==> src/logic/intr_defines.svh <==
// sizing macros for the interrupt controller, included by the packages and the RTL that loops on levels.
`ifndef INTR_DEFINES_SVH
`define INTR_DEFINES_SVH

// number of interrupt request levels handled by the slice.
`define INTR_LEVELS 16

// width of the cpu register-select code.
// room for eight codes, three of them reserved.
`define REG_SEL_W 3

`endif

==> src/logic/intr_pkg.sv <==
// interrupt vector and level types shared by the controller blocks and the testbench.
`default_nettype none

`include "intr_defines.svh"

package intr_pkg;

  // one bit per level; used for requests, pending, mask and write data.
  typedef logic [`INTR_LEVELS-1:0] irq_vec_t;

  // encoded level number, 0 is the lowest priority.
  typedef logic [$clog2(`INTR_LEVELS)-1:0] irq_level_t;

endpackage : intr_pkg

`default_nettype wire

==> src/logic/reg_pkg.sv <==
// register-select codes for cpu writes into the interrupt controller, decoded per block.
`default_nettype none

`include "intr_defines.svh"

package reg_pkg;

  // codes 5 to 7 are reserved and write nothing.
  typedef enum logic [`REG_SEL_W-1:0] {
    SEL_NONE      = 0,  // idle bus, no register touched.
    SEL_MASK_LOAD = 1,  // mask <= wdata.
    SEL_MASK_SET  = 2,  // mask |= wdata.
    SEL_MASK_CLR  = 3,  // mask &= ~wdata.
    SEL_PEND_CLR  = 4   // pending &= ~wdata, request still wins.
  } reg_sel_e;

endpackage : reg_pkg

`default_nettype wire

==> src/logic/irq_reg_if.sv <==
// cpu register write bundle; the top level drives it and the mask and pending blocks decode it.
`timescale 1ns/10ps
`default_nettype none

interface irq_reg_if (
  input logic clk               // write timing reference, same net as mclk.
);

  reg_pkg::reg_sel_e  sel;      // register-select code.
  logic               wr;       // one-cycle write strobe.
  intr_pkg::irq_vec_t wdata;    // write data, one bit per level.

  modport host   (input clk, output sel, output wr, output wdata);  // cpu side.
  modport target (input clk, input sel, input wr, input wdata);     // decoding blocks.

  // a strobe with an unknown code would hit an undefined register.
  a_sel_known : assert property (@(posedge clk) wr |-> !$isunknown(sel))
    else $error("irq_reg_if: write strobe with unknown select code.");

endinterface : irq_reg_if

`default_nettype wire

==> src/logic/irq_pending_latch.sv <==
// sticky pending bits per interrupt level; requests set them, a cpu SEL_PEND_CLR write clears them.
`timescale 1ns/10ps
`default_nettype none

module irq_pending_latch (
  input  logic               mclk,     // system clock.
  input  logic               arst_n,   // async reset, active low.
  input  intr_pkg::irq_vec_t irq_req,  // request levels, sampled each edge.
  irq_reg_if.target          reg_if,   // cpu write port.
  output intr_pkg::irq_vec_t pending   // latched requests.
);

  logic               pend_clr_hit;  // this write targets the pending register.
  intr_pkg::irq_vec_t clr_bits;      // bits asked to clear this cycle.
  intr_pkg::irq_vec_t pending_nxt;   // next pending state.

  // only SEL_PEND_CLR is decoded here; mask codes belong to irq_mask_reg.
  assign pend_clr_hit = reg_if.wr && (reg_if.sel == reg_pkg::SEL_PEND_CLR);
  assign clr_bits     = pend_clr_hit ? reg_if.wdata : '0;  // no strobe, no clear.

  // clear first, then or in the requests so a live request wins.
  assign pending_nxt  = (pending & ~clr_bits) | irq_req;

  always_ff @(posedge mclk or negedge arst_n) begin
    if (!arst_n) begin
      pending <= '0;             // nothing pending out of reset.
    end else begin
      pending <= pending_nxt;    // level sampled, held until cleared.
    end
  end

  // a request seen at an edge must read pending afterwards, even under a clear.
  a_req_sets_pending : assert property (
    @(posedge mclk) disable iff (!arst_n)
    (irq_req != '0) |=> ((pending & $past(irq_req)) == $past(irq_req))
  ) else $error("irq_pending_latch: request did not set its pending bit.");

endmodule : irq_pending_latch

`default_nettype wire

==> src/logic/irq_mask_reg.sv <==
// cpu-written interrupt mask register with load, bit-set and bit-clear decode; feeds the selector.
`timescale 1ns/10ps
`default_nettype none

module irq_mask_reg (
  input  logic               mclk,     // system clock.
  input  logic               arst_n,   // active-low async reset.
  irq_reg_if.target          reg_if,   // cpu write port.
  output intr_pkg::irq_vec_t mask      // 1 = level enabled.
);

  intr_pkg::irq_vec_t mask_nxt;        // next mask value.

  // each strobed write picks one mask operation by its select code.
  always_comb begin
    mask_nxt = mask;                                 // hold by default.
    if (reg_if.wr) begin
      case (reg_if.sel)
        reg_pkg::SEL_MASK_LOAD: mask_nxt = reg_if.wdata;           // full load.
        reg_pkg::SEL_MASK_SET:  mask_nxt = mask | reg_if.wdata;    // enable ones.
        reg_pkg::SEL_MASK_CLR:  mask_nxt = mask & ~reg_if.wdata;   // disable ones.
        default:                mask_nxt = mask;  // none, pend clear, reserved.
      endcase
    end
  end

  always_ff @(posedge mclk or negedge arst_n) begin
    if (!arst_n) begin
      mask <= '0;                // all levels blocked after reset.
    end else begin
      mask <= mask_nxt;
    end
  end

  // a load replaces every bit of the old mask.
  a_load_lands : assert property (
    @(posedge mclk) disable iff (!arst_n)
    (reg_if.wr && (reg_if.sel == reg_pkg::SEL_MASK_LOAD)) |=> (mask == $past(reg_if.wdata))
  ) else $error("irq_mask_reg: mask load did not take the written data.");

endmodule : irq_mask_reg

`default_nettype wire

==> src/logic/irq_priority_select.sv <==
// picks the highest-numbered pending and enabled level and registers it with a valid flag.
`timescale 1ns/10ps
`default_nettype none

`include "intr_defines.svh"

module irq_priority_select (
  input  logic                 mclk,       // system clock.
  input  logic                 arst_n,     // async reset, active low.
  input  intr_pkg::irq_vec_t   pending,    // latched requests.
  input  intr_pkg::irq_vec_t   mask,       // enabled levels.
  output logic                 int_valid,  // some level is active.
  output intr_pkg::irq_level_t int_level   // highest active level, 0 when idle.
);

  intr_pkg::irq_vec_t   active;    // pending and enabled.
  logic                 hi_found;  // any active bit.
  intr_pkg::irq_level_t hi_level;  // index of top active bit.

  assign active = pending & mask;

  // scan upward so the last hit is the highest level.
  always_comb begin
    hi_found = 1'b0;
    hi_level = '0;                 // stays zero when nothing is active.
    for (int i = 0; i < `INTR_LEVELS; i++) begin
      if (active[i]) begin
        hi_found = 1'b1;
        hi_level = intr_pkg::irq_level_t'(i);
      end
    end
  end

  always_ff @(posedge mclk or negedge arst_n) begin
    if (!arst_n) begin
      int_valid <= 1'b0;
      int_level <= '0;
    end else begin
      int_valid <= hi_found;     // one cycle behind pending and mask.
      int_level <= hi_level;
    end
  end

  // idle result must present level zero.
  a_idle_level_zero : assert property (
    @(posedge mclk) disable iff (!arst_n)
    !int_valid |-> (int_level == '0)
  ) else $error("irq_priority_select: level nonzero while not valid.");

  // the reported level was pending and enabled on the cycle before.
  a_level_was_active : assert property (
    @(posedge mclk) disable iff (!arst_n)
    int_valid |-> ((($past(pending & mask)) >> int_level) & intr_pkg::irq_vec_t'(1)) != '0
  ) else $error("irq_priority_select: reported level was not pending and enabled.");

endmodule : irq_priority_select

`default_nettype wire

==> src/logic/intr_cntlr_top.sv <==
// interrupt controller top level; plain cpu ports in, pending latch, mask register and selector inside.
`timescale 1ns/10ps
`default_nettype none

module intr_cntlr_top (
  input  logic                 mclk,       // system clock.
  input  logic                 arst_n,     // async reset, active low.
  input  intr_pkg::irq_vec_t   irq_req,    // external request levels.
  input  reg_pkg::reg_sel_e    reg_sel,    // cpu register select.
  input  logic                 reg_wr,     // cpu write strobe.
  input  intr_pkg::irq_vec_t   reg_wdata,  // cpu write data.
  output intr_pkg::irq_vec_t   pic_mask,   // current mask.
  output intr_pkg::irq_vec_t   pending,    // current pending bits.
  output logic                 int_valid,  // interrupt to the cpu.
  output intr_pkg::irq_level_t int_level   // its level.
);

  // cpu write bundle, driven here in the host role.
  irq_reg_if u_reg_if (
    .clk (mclk)
  );

  assign u_reg_if.sel   = reg_sel;
  assign u_reg_if.wr    = reg_wr;
  assign u_reg_if.wdata = reg_wdata;

  // requests into sticky pending bits.
  irq_pending_latch u_pending_latch (
    .mclk    (mclk),
    .arst_n  (arst_n),
    .irq_req (irq_req),
    .reg_if  (u_reg_if.target),
    .pending (pending)
  );

  // cpu mask, one bit per level.
  irq_mask_reg u_mask_reg (
    .mclk   (mclk),
    .arst_n (arst_n),
    .reg_if (u_reg_if.target),
    .mask   (pic_mask)
  );

  // registered highest-level pick.
  irq_priority_select u_priority_select (
    .mclk      (mclk),
    .arst_n    (arst_n),
    .pending   (pending),
    .mask      (pic_mask),
    .int_valid (int_valid),
    .int_level (int_level)
  );

endmodule : intr_cntlr_top

`default_nettype wire

==> config.mk <==
export PLATFORM = sky130hd
export DESIGN_NAME = intr_cntlr_top
export DESIGN_NICKNAME = d
export VERILOG_FILES = /design/src/logic/intr_pkg.sv /design/src/logic/reg_pkg.sv /design/src/logic/irq_reg_if.sv /design/src/logic/irq_pending_latch.sv /design/src/logic/irq_mask_reg.sv /design/src/logic/irq_priority_select.sv /design/src/logic/intr_cntlr_top.sv
export VERILOG_INCLUDE_DIRS = /design/src /design/src/logic
export SDC_FILE = /design/constraint.sdc
export NUM_CORES = 1
export LEC_CHECK = 0
export BUFFER_PORTS_ARGS = -buffer_cell sky130_fd_sc_hd__buf_4
export CAP_MARGIN = 40
export CELL_PAD_IN_SITES_DETAIL_PLACEMENT = 1
export CELL_PAD_IN_SITES_GLOBAL_PLACEMENT = 1
export CORE_MARGIN = 2
export CORE_UTILIZATION = 38
export CTS_CLUSTER_DIAMETER = 150
export CTS_CLUSTER_SIZE = 16
export DETAILED_ROUTE_END_ITERATION = 12
export GPL_TIMING_DRIVEN = 0
export PLACE_DENSITY = 0.84
export SYNTH_ARGS = -nofsm -noshare
export SYNTH_HDL_FRONTEND = slang
export SYNTH_SLANG_ARGS = --single-unit
==> constraint.sdc <==
create_clock -name mclk -period 3 [get_ports mclk]
set_input_delay 0.15 -clock mclk [delete_from_list [all_inputs] [get_ports mclk]]
set_output_delay 0.15 -clock mclk [all_outputs]
set_load 0.1 [all_outputs]
==> summary.txt <==
Setup path
  – WP data required: roughly 3.2 ns
  – R2R Path Start: u_pending_latch.pending[3]
  – Crit start category: flip-flop
  – Slowest stage delay, CP: approximately 0.42 ns
  – Worst reg2reg path depth: 4
  – Crit path DAT: between 1.5 and 2 ns
  – Critical-path cell list: a22oi_1, o211ai_1, a222oi_1, o211ai_1
  – Cell repeated most along the worst path: o211ai_1
  – Flop2flop setup slack: roughly 1.5 ns
  – R2R Path End: u_priority_select.int_level[1]
  – Worst Path Max Fanout: 4
  – Beginning of the critical path: u_pending_latch.pending[3]
  – Endpoint type of the worst setup path: flip-flop
  – Crit-path slowest cell: dfrtp_1
  – Crit path kind: reg2reg

Clock tree
  – CTS tree: done
  – Clock Path Buffers: 2
  – Clock Sinks: 37
  – Reg clk slew, reported paths: 0.07 ns
  – CTS Root Cell: clkbuf_8
  – CTS resizes: 0
  – Post-CTS Setup Inserts: 0
  – Hold-fix buffers, CTS: 1
  – Htree depth: 2
  – Clock Latency Late Sink: just under 0.3 ns
  – Total CTS buffers: 5

Power and ir drop
  – NetSw: approximately 0.00084 W
  – Leakage: between 1 and 1.5 nW
  – Maximum vdd ir drop: ~0.00037 V
  – Sequential power share: 0.342
  – P_int: roughly 0.00096 W
  – Sw Share: 0.467
  – Power per cell area: about 710 nW/um^2
  – Clock share of power: 0.211
  – Overall Power: roughly 0.0018 W
  – Combinational Power Share: 0.447

Synth
  – Synth warnings: 0
  – Register area share after synthesis: 0.516
  – Yosys reg bits: 37
  – Post-Syn Area: between 1500 and 2000 um^2
  – Largest family of logic cells by synthesized area: compound AO/OA/AOI/OAI gates
  – Synth Instances: approximately 170
  – Post-synthesis simple-gate area fraction: 0.132
  – Synth Area in Compound Gates: 0.232
  – Avg Synthesized Cell Area: between 10 and 15 um^2
  – Adder-cell share of the synthesized area: 0
  – Post-synth top cells: 37 x dfrtp_1, 29 x nand2_1, 22 x a21oi_1
  – Post-synth EDFFs: 0
  – Multiplexer share of the synthesized area: 0
  – Synth unique cells: 29
  – Net count after synthesis: approximately 200
  – Post-synthesis xor/xnor area fraction: 0.0781
  – Area share of the largest cell type after synthesis: 0.516
  – Top post-synthesis cells by area: dfrtp_1 52%, xnor2_1 7.8%, a21o_1 6.7%, a21oi_1 6.1%, nand2_1 6.1%
  – Area leader, netlist: dfrtp_1
  – Ys flop type: dfrtp_1
  – Asr flop ratio synth: 1.00
  – Cell with the most instances after synthesis: dfrtp_1

Final layout
  – Sequential standard cell area: about 900 um^2
  – # fillers: 511
  – Net count, final: 285
  – Number of diodes: 0
  – Layout cells sized above 1: 0.407
  – Multi-input logic area: 793 um^2
  – Synth-to-layout area growth: 40.4%
  – Non-filler instance count after layout: 300
  – Final instance area: 2520 um^2

STA
  – Fmax: 687 MHz
  – Crit share post-route: 0.485
  – Hold_ws: roughly 0.035 ns
  – Endpoints failing hold: 0
  – Relative slew margins: 0.682
  – Setup tns final: 0 ns
  – RSZ-0062 raised after global routing: no
  – Final setup skew: around 0.0062 ns
  – Worst Tran Pin Value: roughly 0.48 ns
  – Final Max Slew Viols: 0
  – Tmin final: 1.46 ns
  – Final setup viols: 0

Floorplan
  – Core Box Area: roughly 4400 um^2
  – Starting Density: 0.404
  – Full die area: approximately 5300 um^2
  – Height of the die: approximately 73 um
  – Ports: 75
  – Die width: 72.7 um
  – Core Rows: 24

Hold path
  – Hold path depth: 2
  – Min-delay src: irq_req[7]
  – Hold EP: u_pending_latch.pending[7]
  – Hold Crit Class: in2reg

Placed design
  – # placed instances: around 290
  – Post-DP HPWL: 3770 um
  – Placement Cell Area: roughly 2400 um^2
  – Input/output buffers: 73
  – Routability cong.: 0.749

Drt
  – DR iter-0 viols: 57
  – Post-route ant nets: 0
  – Vias: about 1600
  – Detailed-route DRC error count: 0
  – DRT Pass-1 Iters: 4
  – DRT Wirelength: 4990 um
  – Via density: roughly 5.3
  – Wire per inst: 16.6 um

Run
  – Max-Cap Viols: 0

GRT
  – Vias in the first global route: 1589
  – GRT Overall Usage: 0.198
  – First-pass GRT wire length: ~8000 um
  – Antenna violations before repair: 0
  – Remaining global-route overflow: 0
  – Largest net degree at the start of global routing: 38

Status
  – Run status: finished, final reports clean
[per-stage QoR]
stage,worst slack [ns],utilization
2_1_floorplan,1.23,-
3_3_place_gp,1.61,0.542
3_5_place_dp,1.58,0.542
4_1_cts,1.56,0.567
5_1_grt,1.45,0.567
6_report,1.54,0.567
[critical path, delay by kind of cell (launching register included)]
kind,cells,cell delay (ns)
AOI/OAI and AO/OA,4,0.90
DFF,1,0.42
[cells by family (layout without fill, tap and decap cells)]
kind of cell    after synthesis  count (layout)
simple gates                 44              44
buf+inv                       8              90
flops                        37              37
compound gates               61              61
xor+xnor                     16              16
[sequential cells by signal (all words and copies together), names as in the netlist]
name and flops:
u_priority_select.int_valid 1, u_pending_latch.pending 16, u_mask_reg.mask 16, u_priority_select.int_level 4
[routing by layer]
metal	up-vias	wire (um)	global-route usage
met5	-	0	0
met4	0	57	0.0617
met3	5	145	0.0221
met2	36	2670	0.358
met1	794	2120	0.246
li1	748	-	-
[cell type report]
type | count | area share
sequential | 37 | 0.368
clock inverter | 1 | 0.00199
inverter | 1 | 0.00149
timing repair buffer | 74 | 0.222
multi-input combinational | 121 | 0.315
tap | 52 | 0.0258
clock buffer | 7 | 0.0383
buffer | 7 | 0.0283
[worst max path at each step]
| stage | depth (start not counted) | end | slack, ns |
|---|---|---|---|
| 2_1_floorplan | 4 | u_priority_select.int_level[1] | 1.23 |
| 3_3_place_gp | 4 | u_priority_select.int_level[1] | 1.61 |
| 3_5_place_dp | 4 | u_priority_select.int_level[1] | 1.58 |
| 4_1_cts | 4 | u_priority_select.int_valid | 1.56 |
| 5_1_grt | 4 | u_priority_select.int_level[1] | 1.45 |
| 6_report | 4 | u_priority_select.int_level[1] | 1.54 |
[power by group through the flow]
stage	logic, W	clock network, W	registers (W)
floorplan	0.000160	0	0.00105
global placement	0.000792	0	0.000621
detailed placement	0.000803	0	0.000624
CTS	0.000808	0.000386	0.000614
global route	0.000838	0.000404	0.000623
finish	0.000803	0.000380	0.000615
[cells in the final DEF, fill, tap and decap left out, types with 2 or more instances in the layout]
master,synthesis,final
buf_4,1,74
dfrtp_1,37,37
nand2_1,29,29
a21oi_1,22,22
a21o_1,16,16
xnor2_1,16,16
a21oi_2,10,10
clkbuf_8,0,7
a22oi_1,4,4
nand3_1,4,4
o211ai_1,3,3
buf_6,3,3
and3b_1,2,2
and2_1,2,2
buf_2,2,2
Power figures use the tool's default switching activity.
